$ cat src/cpu_pkg.sv
// cpu shared definitions
// word, index and field types, MIPS opcode and funct encodings,
// ALU control codes and memory sizing for the single-cycle core
package cpu_pkg;

	typedef logic [31:0] word_t;
	typedef logic [31:0] pc_t;
	typedef logic [4:0]  reg_idx_t;
	typedef logic [5:0]  opcode_t;
	typedef logic [5:0]  funct_t;

	// 0 and, 1 or, 2 add, 3 slt, 4 addu, 5 sll, 6 sub, 7 sltu
	typedef logic [2:0]  alu_ctrl_t;

	// opcode field
	localparam opcode_t OP_RTYPE = 6'b000000;
	localparam opcode_t OP_ADDI  = 6'b001000;
	localparam opcode_t OP_LW    = 6'b100011;
	localparam opcode_t OP_SW    = 6'b101011;
	localparam opcode_t OP_BEQ   = 6'b000100;
	localparam opcode_t OP_BNE   = 6'b000101;
	localparam opcode_t OP_BGTZ  = 6'b000111;
	localparam opcode_t OP_HALT  = 6'b111111;

	// funct field of R-type
	localparam funct_t FN_ADD  = 6'b100000;
	localparam funct_t FN_ADDU = 6'b100001;
	localparam funct_t FN_SUB  = 6'b100010;
	localparam funct_t FN_SUBU = 6'b100011;
	localparam funct_t FN_AND  = 6'b100100;
	localparam funct_t FN_OR   = 6'b100101;
	localparam funct_t FN_SLL  = 6'b000000;
	localparam funct_t FN_SLT  = 6'b101010;
	localparam funct_t FN_SLTU = 6'b101011;

	// memories, word addressed by byte address bits [AW+1:2]
	localparam int IMEM_WORDS = 256;
	localparam int DMEM_WORDS = 256;
	localparam int IMEM_AW    = $clog2(IMEM_WORDS);
	localparam int DMEM_AW    = $clog2(DMEM_WORDS);

	// data memory wait states before ack
	localparam int MEM_WAIT = 2;
	localparam int WAIT_W   = $clog2(MEM_WAIT + 1);
	typedef logic [WAIT_W-1:0] wait_cnt_t;

	typedef enum logic {
		MS_IDLE,
		MS_WAIT
	} mem_state_t;

endpackage

$ cat src/alu.sv
// 32-bit ALU
// and, or, add, addu, signed and unsigned set-less-than, shift left,
// subtract, plus a zero flag on the result
`timescale 1ns/1ps

module alu (
	input  cpu_pkg::alu_ctrl_t ctrl,
	input  cpu_pkg::word_t     a,
	input  cpu_pkg::word_t     b,
	input  logic [4:0]         shamt,
	output cpu_pkg::word_t     result,
	output logic               zero
);

	logic lt_signed;
	logic lt_unsigned;

	assign lt_signed   = $signed(a) < $signed(b);
	assign lt_unsigned = a < b;

	always_comb begin
		case (ctrl)
			3'd0:    result = a & b;
			3'd1:    result = a | b;
			3'd2:    result = a + b;
			3'd3:    result = {31'b0, lt_signed};
			// no overflow trap, so addu matches add
			3'd4:    result = a + b;
			3'd5:    result = b << shamt;
			3'd6:    result = a - b;
			3'd7:    result = {31'b0, lt_unsigned};
			default: result = '0;
		endcase
	end

	assign zero = result == '0;

endmodule

$ cat config.mk
export PLATFORM = sky130hd
export DESIGN_NAME = alu
export DESIGN_NICKNAME = d
export VERILOG_FILES = /design/src/cpu_pkg.sv /design/src/alu.sv
export SDC_FILE = /design/constraint.sdc
export NUM_CORES = 1
export LEC_CHECK = 0
export BUFFER_PORTS_ARGS = -buffer_cell sky130_fd_sc_hd__buf_2
export CAP_MARGIN = 0
export CORE_MARGIN = 5
export CORE_UTILIZATION = 47
export DETAILED_ROUTE_END_ITERATION = 16
export GPL_ROUTABILITY_DRIVEN = 0
export PLACE_DENSITY_LB_ADDON = 0.2
export RECOVER_POWER = 100
export SLEW_MARGIN = 20
export SYNTH_ARGS = -nofsm -noshare
export SYNTH_HDL_FRONTEND = slang
export SYNTH_SLANG_ARGS = --single-unit
$ cat constraint.sdc
create_clock -name vclk -period 10.4
set_clock_uncertainty 0.15 [all_clocks]
set_input_delay 1.04 -clock vclk [all_inputs]
set_output_delay 1.04 -clock vclk [all_outputs]
set_load 0.1 [all_outputs]
---- Word level (Yosys, flattened, before mapping) ----
Index checks and enable logic that the tools add are counted.
word-level totals
  logic and storage cells ................. 18
  register bits after elaboration ......... 0
  output and inout bits ................... 33
  input port bits ......................... 72
operators by class
  mux-type cells .......................... 1
  equal/unequal tests ..................... 7
  bitwise gates (word level) .............. 2
  $lt $le $gt $ge ......................... 2
  shift-type cells ........................ 1
  $add $sub $neg .......................... 2
  reduce and logical (&&, ||, !) cells .... 3
operators with widths
  kind                count
  $pmux 32 s7         1
  $lt 32x32->1        2
  $add 32x32->32      1
  $and 32x32->32      1
  $logic_not 32->1    1
  $or 32x32->32       1
  $shl 32x5->32       1
  $sub 32x32->32      1
  $eq 3x3->1 const B  4
  $eq 3x2->1 const B  2
  $eq 3x1->1 const B  1
  $logic_not 3->1     1
  $reduce_or 2->1     1

---- Depth between registers and ports, before layout ----
  depth in word-level cells ............... 4
  mapped depth ............................ 17
  gate-level depth less buffers ........... 15

---- Worst setup path before layout ----
No wires, ideal clock.
  path kind ............................... input port to output port
  start point ............................. input a[0]
  end point ............................... output zero
  required time ........................... 9.210 ns
  stages .................................. 15
  path buffers ............................ 0
  setup slack ............................. 2.625 ns
  arrival ................................. 6.585 ns
  cells stage by stage .................... inv_1 > ha_1 > inv_1 > fa_1 > nor2b_1 > o311a_1 > o21ai_1 > and3_1 > nor3_1 > o32a_1 > or4_1 > or4_1 > nand4bb_1 > or4_1 > nor4_2
between the ends
  cells in the longest elaborated chain, start to end .. 3
  elaborated cells between the ends (all ways) .. 8
  those cells by class .................... 2 x add/sub; 2 x order compare; 1 x mux; 2 x bitwise; 1 x reduce/logical
RTL lines
  item                                                     line                             text
  from (decl)                                              alu.sv:8                         input cpu_pkg::word_t a,
  $sub 32x32->32 / $add 32x32->32 (equally long branches)  alu.sv:30, alu.sv:25, alu.sv:28
  $pmux 32 s7 *                                            alu.sv:22                        case (ctrl)
  named net result[8]                                      alu.sv:11                        output cpu_pkg::word_t result,
  $logic_not 32->1 *                                       alu.sv:36                        assign zero = result == '0;
  to (decl)                                                alu.sv:12                        output logic zero
Mark *: on every way through the listed nets, which the timed path passes. The rest lies on a longest branch.

---- Worst setup path after layout ----
  start point ............................. input shamt[0]
  end point ............................... output zero
between the ends
  cells in the longest elaborated chain, start to end .. 3
RTL lines
  item              line       text
  from (decl)       alu.sv:10  input logic [4:0] shamt,
  $shl 32x5->32     alu.sv:29  3'd5: result = b << shamt;
  $pmux 32 s7       alu.sv:22
  $logic_not 32->1  alu.sv:36
Every way passes these cells.

==> flow_summary_export.csv <==
group,metric,value,unit
place,place_ws,3.17,ns
route,dr.pass1.iters,9,
global_routing,grt_overflow,0,
floorplanning,start_util,48.2,%
cells_and_area,nFlopsAndLatches,0,
logic_synthesis,avgSynthCellArea,6.82,um2
timing,timing.final.crit_share,80.6,%
worst_setup_path,cp_slowest_stage_delay,1.30,ns
worst_setup_path,crit_chain,"clkbuf_1, clkinv_1, mux2i_1, mux2i_1, o21ai_0, a211oi_1, o22ai_1, or4_1, or4_1, nand4bb_1, or4_1, nor4_2, buf_2",
global_routing,grt_max_degree,54,
logic_synthesis,yosysUniqueCellTypes,77,
cells_and_area,drive_gt1_share,11.5,%
timing,relSlewSlack,-35.1,%
logic_synthesis,netlist_instances,1132,
logic_synthesis,synth_area_leaders,"ha_1 (16%), a21oi_1 (8.2%), mux2i_1 (7.5%)",
route,drtIter0Drc,1547,
floorplanning,design.die.area,19100,um2
route,drc_errors,0,
cells_and_area,seq_area,0,um2
logic_synthesis,yosys_warnings,0,
worst_setup_path,crit_start,"shamt[0]",
power,pwr_density_cell,79.0,nW/um2
timing,min_period,8.38,ns
power,p_leak,0.00377,uW
cells_and_area,diodes,0,
global_routing,grt_use_total,32.4,%
timing,hold_viol,0,
cells_and_area,area_growth,6.29,%
logic_synthesis,yosysTopAreaCell,"ha_1",
route,wire_per_inst,23.9,um
power,irDropWorstVdd,0.0000566,V
job,drv_cap,2,
floorplanning,coreArea,16000,um2
cells_and_area,layout.cell_area.non_filler,8200,um2
timing,tightest_slew,2.03,ns
cells_and_area,num-nets-final,1347,
timing,max_freq,0.119,GHz
logic_synthesis,synth_area,7710,um2
clock_tree,holdBufCountCts,0,
logic_synthesis,yosysSeqAreaShare,0,%
logic_synthesis,synthesis.nets,1307,
outcome,violations,"max-capacitance violations, max-slew violations",
worst_setup_path,worstSetupEndpointType,"output pin",
global_routing,first_global_vias,8943,
worst_hold_path,hold_class,"in -> out",
route,routed_wl,33.1,mm
logic_synthesis,synth.top_cell.area_share,16.4,%
worst_setup_path,cp_data_arrival_time,7.19,ns
route,routed_via_density,6.97,
timing,fin_ws,2.02,ns
place,numPortBuffers,105,
floorplanning,die_w,138,um
floorplanning,row_count,46,
timing,tns,0,ns
logic_synthesis,yosysMostFrequentCell,"a21oi_1",
worst_setup_path,critPathKind,"in -> out",
logic_synthesis,synth_commonest_cells,"a21oi_1 (126), inv_1 (108), nor2_1 (108)",
worst_setup_path,worst_path_most_repeated_cell,"or4_1",
worst_setup_path,slowest_stage,"clkinv_1",
floorplanning,io_pins,105,
timing,final_max_slew_viol_count,84,
route,antenna_left,0,
timing,setup_viol,0,
clock_tree,cts_setup_buffers,0,
timing,grt_setup_unrepaired,"false",
outcome,outcome,"finished with violations",
worst_setup_path,cp-start-kind,"input port",
global_routing,grt_pass1_wl,51.2,mm
clock_tree,post_cts_resized,0,
floorplanning,die_y,138,um
route,via_count,9666,
place,dp_hpwl,25.7,mm
worst_setup_path,cp.required,9.21,ns
cells_and_area,nClkBuffers,0,
worst_hold_path,hp-start,"a[14]",
place,place_area,8240,um2
global_routing,antenna_found_initial,0,
worst_setup_path,worstPathMaxFanout,35,
## layer usage
layer	share of wire, %	GRT usage [%]
met5	0	0
met4	4.8	12.5
met3	14	6.76
met2	41	48.3
met1	40	45.8
## worst paths after layout
kind,cells past startpoint,to
worst max-delay path,13,zero
worst min-delay path,4,result[14]
## area by class of cell
cell class | count | area [um2]
well taps | 216 | 270
repair buffers | 112 | 541
inverters | 111 | 417
multi-input cells | 947 | 6970
fillers | 1719 | 7800
## power breakdown
part / internal [uW] / switching (uW) / total [uW]
registers: 0 / 0 / 0
clock network: 0 / 0 / 0
logic: 176 / 472 / 648
## logic make-up after synthesis
family,count (synthesis),share of synthesized area [%]
AOI/OAI and AO/OA,391,34.1
xor gates and xnor gates,20,2.27
muxes,89,15.3
adders and majority gates,103,16.9
buffers and inverters,185,9.67
and+or+nand+nor,344,21.8
## critical path, delay by kind of cell
kind	cells	cell delay (ns)
mux	2	0.62
buf+inv	3	2.98
simple gates	5	1.96
compound gates	3	0.58
## placed cells by master, fill, tap and decap left out, types with 12 or more instances in the layout
master / netlist / final
nand4_1: 13 / 13
ha_1: 101 / 101
nand2b_1: 12 / 12
mux4_2: 22 / 22
nor4_1: 14 / 14
xnor2_1: 15 / 15
nor3_1: 25 / 25
mux2i_1: 58 / 58
clkbuf_1: 46 / 30
nor2_1: 108 / 107
a31oi_1: 13 / 13
nand3_1: 20 / 20
buf_2: 17 / 75
nand2_1: 86 / 86
o21ai_0: 52 / 52
inv_1: 108 / 108
o211ai_1: 16 / 16
a211oi_1: 13 / 13
o221ai_1: 12 / 12
a21o_1: 22 / 22
o31ai_1: 15 / 16
a21oi_1: 126 / 126
## metrics by stage
stage | cells | total power, uW | hold slack, ns | utilization [%]
global route | 1386 | 680 | 2.82 | 51.3
global placement | 1386 | 630 | 2.76 | 51.5
floorplan | 1132 | 474 | 2.54 | -
finish | 1386 | 648 | 2.79 | 51.3
CTS | 1386 | 632 | 2.75 | 51.5
detailed placement | 1386 | 630 | 2.75 | 51.5
(Power assumes the default switching activity.)
