## src/cpu_pkg.sv

```systemverilog
// cpu shared definitions
// word, index and field types, MIPS opcode and funct encodings,
// ALU control codes and memory sizing for the single-cycle core
package cpu_pkg;

	typedef logic [31:0] word_t;
	typedef logic [31:0] pc_t;
	typedef logic [4:0]  reg_idx_t;
	typedef logic [5:0]  opcode_t;
	typedef logic [5:0]  funct_t;

	// 0 and, 1 or, 2 add, 3 slt, 4 addu, 5 sll, 6 sub, 7 sltu
	typedef logic [2:0]  alu_ctrl_t;

	// opcode field
	localparam opcode_t OP_RTYPE = 6'b000000;
	localparam opcode_t OP_ADDI  = 6'b001000;
	localparam opcode_t OP_LW    = 6'b100011;
	localparam opcode_t OP_SW    = 6'b101011;
	localparam opcode_t OP_BEQ   = 6'b000100;
	localparam opcode_t OP_BNE   = 6'b000101;
	localparam opcode_t OP_BGTZ  = 6'b000111;
	localparam opcode_t OP_HALT  = 6'b111111;

	// funct field of R-type
	localparam funct_t FN_ADD  = 6'b100000;
	localparam funct_t FN_ADDU = 6'b100001;
	localparam funct_t FN_SUB  = 6'b100010;
	localparam funct_t FN_SUBU = 6'b100011;
	localparam funct_t FN_AND  = 6'b100100;
	localparam funct_t FN_OR   = 6'b100101;
	localparam funct_t FN_SLL  = 6'b000000;
	localparam funct_t FN_SLT  = 6'b101010;
	localparam funct_t FN_SLTU = 6'b101011;

	// memories, word addressed by byte address bits [AW+1:2]
	localparam int IMEM_WORDS = 256;
	localparam int DMEM_WORDS = 256;
	localparam int IMEM_AW    = $clog2(IMEM_WORDS);
	localparam int DMEM_AW    = $clog2(DMEM_WORDS);

	// data memory wait states before ack
	localparam int MEM_WAIT = 2;
	localparam int WAIT_W   = $clog2(MEM_WAIT + 1);
	typedef logic [WAIT_W-1:0] wait_cnt_t;

	typedef enum logic {
		MS_IDLE,
		MS_WAIT
	} mem_state_t;

endpackage

```

## src/control.sv

```systemverilog
// main decoder
// turns opcode and funct into datapath controls, the ALU control code
// and the taken/not-taken branch decision
`timescale 1ns/1ps

module control (
	input  cpu_pkg::opcode_t   opcode,
	input  cpu_pkg::funct_t    funct,
	input  logic               zero,
	input  logic               sign,
	output logic               reg_wr,
	output logic               reg_dst,
	output logic               ext_op,
	output logic               alu_src,
	output logic               mem_wr,
	output logic               mem_rd,
	output logic               mem_to_reg,
	output cpu_pkg::alu_ctrl_t alu_ctrl,
	output logic               npc_sel,
	output logic               halt
);

	// one-hot function vector
	// [14] add [13] addi [12] addu [11] sub [10] subu [9] and [8] or [7] sll
	// [6] lw [5] sw [4] beq [3] bne [2] bgtz [1] slt [0] sltu
	logic [14:0] fn;
	logic        alu_or, alu_add, alu_slt;
	logic        alu_addu, alu_sll, alu_sub, alu_sltu;

	always_comb begin
		fn = '0;
		case (opcode)
			cpu_pkg::OP_RTYPE: begin
				case (funct)
					cpu_pkg::FN_ADD:  fn[14] = 1'b1;
					cpu_pkg::FN_ADDU: fn[12] = 1'b1;
					cpu_pkg::FN_SUB:  fn[11] = 1'b1;
					cpu_pkg::FN_SUBU: fn[10] = 1'b1;
					cpu_pkg::FN_AND:  fn[9]  = 1'b1;
					cpu_pkg::FN_OR:   fn[8]  = 1'b1;
					cpu_pkg::FN_SLL:  fn[7]  = 1'b1;
					cpu_pkg::FN_SLT:  fn[1]  = 1'b1;
					cpu_pkg::FN_SLTU: fn[0]  = 1'b1;
					default:          fn     = '0;
				endcase
			end
			cpu_pkg::OP_ADDI: fn[13] = 1'b1;
			cpu_pkg::OP_LW:   fn[6]  = 1'b1;
			cpu_pkg::OP_SW:   fn[5]  = 1'b1;
			cpu_pkg::OP_BEQ:  fn[4]  = 1'b1;
			cpu_pkg::OP_BNE:  fn[3]  = 1'b1;
			cpu_pkg::OP_BGTZ: fn[2]  = 1'b1;
			// unknown opcodes fall through as no-ops
			default:          fn     = '0;
		endcase
	end

	// every function except stores and branches writes back
	assign reg_wr     = |{fn[14:6], fn[1:0]};
	assign reg_dst    = opcode == cpu_pkg::OP_RTYPE;
	assign alu_src    = fn[13] | fn[6] | fn[5];
	// sign extend for addi, memory offsets and branch offsets
	assign ext_op     = fn[13] | fn[6] | fn[5] | fn[4] | fn[3] | fn[2];
	assign mem_wr     = fn[5];
	assign mem_rd     = fn[6];
	assign mem_to_reg = fn[6];
	assign halt       = opcode == cpu_pkg::OP_HALT;

	// group functions by ALU operation
	assign alu_or   = fn[8];
	assign alu_add  = fn[14] | fn[13] | fn[6] | fn[5];
	assign alu_slt  = fn[1];
	assign alu_addu = fn[12];
	assign alu_sll  = fn[7];
	assign alu_sub  = fn[11] | fn[10] | fn[4] | fn[3] | fn[2];
	assign alu_sltu = fn[0];

	// binary encode, and maps to 000 by default
	assign alu_ctrl[0] = alu_or | alu_slt | alu_sll | alu_sltu;
	assign alu_ctrl[1] = alu_add | alu_slt | alu_sub | alu_sltu;
	assign alu_ctrl[2] = alu_addu | alu_sll | alu_sub | alu_sltu;

	// bgtz compares rs against r0, so result > 0 means not zero and not negative
	assign npc_sel = (fn[4] & zero) | (fn[3] & ~zero) | (fn[2] & ~zero & ~sign);

endmodule

```

## config.mk

```make
export PLATFORM = sky130hd
export DESIGN_NAME = control
export DESIGN_NICKNAME = d
export VERILOG_FILES = /design/src/cpu_pkg.sv /design/src/control.sv
export SDC_FILE = /design/constraint.sdc
export NUM_CORES = 1
export LEC_CHECK = 0
export ABC_AREA = 1
export BUFFER_PORTS_ARGS = -buffer_cell sky130_fd_sc_hd__buf_4
export CAP_MARGIN = 10
export CORE_AREA = 10 10 47 49
export DETAILED_ROUTE_END_ITERATION = 16
export DIE_AREA = 0 0 57 59
export GPL_ROUTABILITY_DRIVEN = 0
export GPL_TIMING_DRIVEN = 0
export PLACE_DENSITY_LB_ADDON = 0.25
export SYNTH_ARGS = -nofsm -noshare
export SYNTH_HDL_FRONTEND = slang
export SYNTH_SLANG_ARGS = --single-unit
```

## constraint.sdc

```tcl
create_clock -name vclk -period 2.75
set_input_delay 0.6875 -clock vclk [all_inputs]
set_output_delay 0.6875 -clock vclk [all_outputs]
set_load 0.02 [all_outputs]
```

# Word-level counts from Yosys, hierarchy flattened
# Index checks and enable logic that the tools add are counted.
op_classes:
  n_mux: 18
  reduce_logical: 3
  eq_ne: 15
  bitwise: 29
ops:
  columns: ["cell", "count"]
  rows:
  - ["6-bit equality test, second input constant", 11]
  - ["1-bit bitwise OR", 23]
  - ["6-bit by 3-bit equality test with 1-bit output, second input constant", 3]
  - ["1-bit two-way mux", 16]
  - ["6-bit logical NOT", 2]
  - ["11-bit OR reduction", 1]
  - ["6-bit by 4-bit equality test with 1-bit output, second input constant", 1]
  - ["6-bit two-way mux", 1]
  - ["1-bit AND", 4]
  - ["2-bit two-way mux", 1]
  - ["1-bit NOT", 2]
word_totals:
  out_inout_bits: 12
  regBits: 0
  input_bits: 14
  wordCells: 65

# Logic depth before layout (Yosys ltp)
depth:
  word_depth: 9
  depth_mapped: 8
  ltp_nobuf: 8

# Worst setup path before layout
# OpenSTA, ideal clock, no wires.
synth_timing:
  kind: "input port to output port"
  start: "input opcode[5]"
  end: "output reg_wr"
  t_arrival_ns: 1.475
  setup_slack_ns: 0.588
  cell_stages: 7
  path_cell_list: "nor2_4 > nand3_4 > inv_1 > nand2_1 > nand2_2 > inv_2 > nand2_2"
synth_via:
  elab_chain_len: 3
  elab_cells_between_ends: 9
synth_rtl:
  columns: ["element", "line", "text"]
  rows:
  - ["from (decl)", "control.sv:7", "input cpu_pkg::opcode_t opcode,"]
  - ["6-bit logical NOT (*)", null, null]
  - ["via reg_dst", "control.sv:12", "output logic reg_dst,"]
  - ["6-bit two-way mux, or another cell as far along", "control.sv:32", "case (opcode)"]
  - ["11-bit OR reduction (*)", "control.sv:59", "assign reg_wr = |{fn[14:6], fn[1:0]};"]
  - ["to (decl)", "control.sv:11", "output logic reg_wr,"]
# The timed path passes the listed nets; every way through them passes the cells marked *.

# Worst setup path in the final report
layout_timing:
  start: "input opcode[5]"
  end: "output alu_ctrl[2]"
layout_via:
  elab_chain_len: 8
  elab_cells_between_ends: 16
layout_rtl:
  columns: ["element", "line", "text"]
  rows:
  - ["6-bit logical NOT", "control.sv:32", null]
  - ["6-bit two-way mux", "control.sv:32", null]
  - ["1-bit bitwise OR (4 in series)", "control.sv:75", "assign alu_sub = fn[11] | fn[10] | fn[4] | fn[3] | fn[2];"]
  - ["1-bit bitwise OR", "control.sv:81", "assign alu_ctrl[2] = alu_addu | alu_sll | alu_sub | alu_sltu;"]
  - ["1-bit bitwise OR (*)", "control.sv:81", null]
  - ["to (decl)", "control.sv:18", "output cpu_pkg::alu_ctrl_t alu_ctrl,"]
# Mark *: on every way between the ends. The rest lies on a longest branch, timed or not.

==> metrics.txt <==
DRC violations left 0; Setup Buffers After CTS 0; WL final 1050 um; Post-Syn Area 374 sq um; Total GRT Usage 5.45%; Yosys warning count 0; Worst Path Class, Setup input port to output port; library cells used by synthesis 15; critical path fanouts, max 6; clkbuf count 0; register area 0 sq um; endpoint type of the worst setup path output port; vias in the first global route 423; Post-Syn Instances 76; antenna diode count 0; Final setup viols 0; Arr. time, crit path 1.58 ns; final hold slack 1.74 ns; fin area 589 sq um; Core Region 0.00140 sq mm; first-pass GRT wire length 1660 um; count of pins over their slew limit 0; Final #Nets 118; vias per cell 4.19; CP Data Required Time 2.06 ns; DIE WIDTH 57 um; HPWL Detailed 980 um; slowest stage delay, CP 0.17 ns; DR vias 494; largest net degree at the start of global routing 7; hold crit path type input port to output port; Die Ht 59 um; total negative slack 0 ns; Max Fclk 0.441 GHz; Final ANT Viol Nets 0; slowest CP cell nor2_4; fin util 42.1%; Area after DPL 589 sq um; Initial Util 26.7%; Die ar. 0.00336 sq mm; VDD IR-drop max 0.0347 mV; PostCTS Resize Cnt 0; Hold Vio Cnt, Final 0; syn nets 90; fin cells 118; number of antenna violations at the first check in global routing 0; fin crit period 2.27 ns; RSZ-0062 raised after global routing no; Max Cap Viol 0; Cell Pwr Density 101 mW/mm^2; Avg Cell Area, Syn 4.92 sq um; io pins 26; LEAKAGE 0.000364 uW; Area growth syn-to-layout 57.5%; crit-path cells buf_4, nor2_4, nand3_4, nor2_4, nand2_1, nand2_1, inv_1, nand2_1, buf_4; footprint of the multi-input gates 303 sq um; num rows 14; critical path capture point alu_ctrl[2]; Least-Margin Pin Slew 0.231 ns; sequential area share after synthesis 0%; placed cell count 118; router iterations before antenna repair 4; initial detailed-routing violation count 5; share of post-route cells with drive strength above 1 39.2%; Tcrit/Tclk final 82.4%; status complete, no violations; Critical Path Start opcode[5]; fill cell count 161; number of port buffers 26; crit start category input port; # hold bufs at CTS 0; number of sequential cells 0; max_slew headroom 84.5%; GRT overflow 0; most frequent cell on the critical path nand2_1; Routed WL per cell 8.90 um
[synth_stat cells, drive strengths merged]
cell type / count / share of area (%)
inv: 17 / 17
o21ai: 3 / 4.0
a21oi: 3 / 4.0
nand4: 2 / 3.3
nand3: 5 / 10
nor2: 20 / 31
nand2: 23 / 26
nor3: 1 / 1.3
nor4: 1 / 1.7
buf: 1 / 2.0
[layout by cell type (no fill, tap or decap), types with 2 or more instances in the layout]
| master | instances |
|---|---|
| buf_4 | 27 |
| inv_2 | 2 |
| nand4_1 | 2 |
| nor2_1 | 14 |
| inv_1 | 15 |
| nand2_1 | 19 |
| o21ai_0 | 3 |
| nor2_4 | 5 |
| nand2_2 | 4 |
| a21oi_1 | 3 |
| nand3_1 | 4 |
[worst max-delay path, delay by kind of cell]
kind / cells / cell delay (ns)
AND/OR/NAND/NOR: 6 / 0.59
buffers and inverters: 3 / 0.30
[layout make-up]
type	count	share of cell area (%)
Inverter	17	10.8
Tap cell	16	3.40
Multi-Input combinational cell	58	51.4
Buffer	1	1.27
Timing Repair Buffer	26	33.1
[cells by family after synthesis]
family,Yosys count,synth area share (%)
AOI/OAI and AO/OA,6,8.02
and+or+nand+nor,52,72.9
buffers and inverters,18,19.1
[per-stage QoR]
step           setup WS, ns  power (uW)
3_3_place_gp          0.480        59.8
3_5_place_dp          0.473        60.1
6_report              0.484        59.6
2_1_floorplan         0.588        28.7
4_1_cts               0.473        60.3
5_1_grt               0.390        66.0
[per-layer routing]
| metal | vias to the layer above | wire length (um) | track usage, % |
|---|---|---|---|
| met1 | 194 | 473 | 7.28 |
| met5 | - | 0 | 0 |
| li1 | 285 | - | - |
| met4 | 0 | 0 | 0 |
| met2 | 15 | 459 | 8.37 |
| met3 | 0 | 117 | 2.36 |
[report_power, final]
part	leakage (uW)	internal [uW]	switching, uW
combinational	0.000364	26.8	32.8
sequential	0	0	0
clock	0	0	0
[how the worst min path moves through the flow]
stage	to	from	cells after the start
floorplan	mem_wr	opcode[3]	2
CTS	halt	opcode[5]	4
global route	npc_sel	zero	4
finish	halt	opcode[5]	4
detailed placement	halt	opcode[5]	4
global placement	halt	opcode[5]	4
Note: power is estimated with default switching activity, not from simulation.
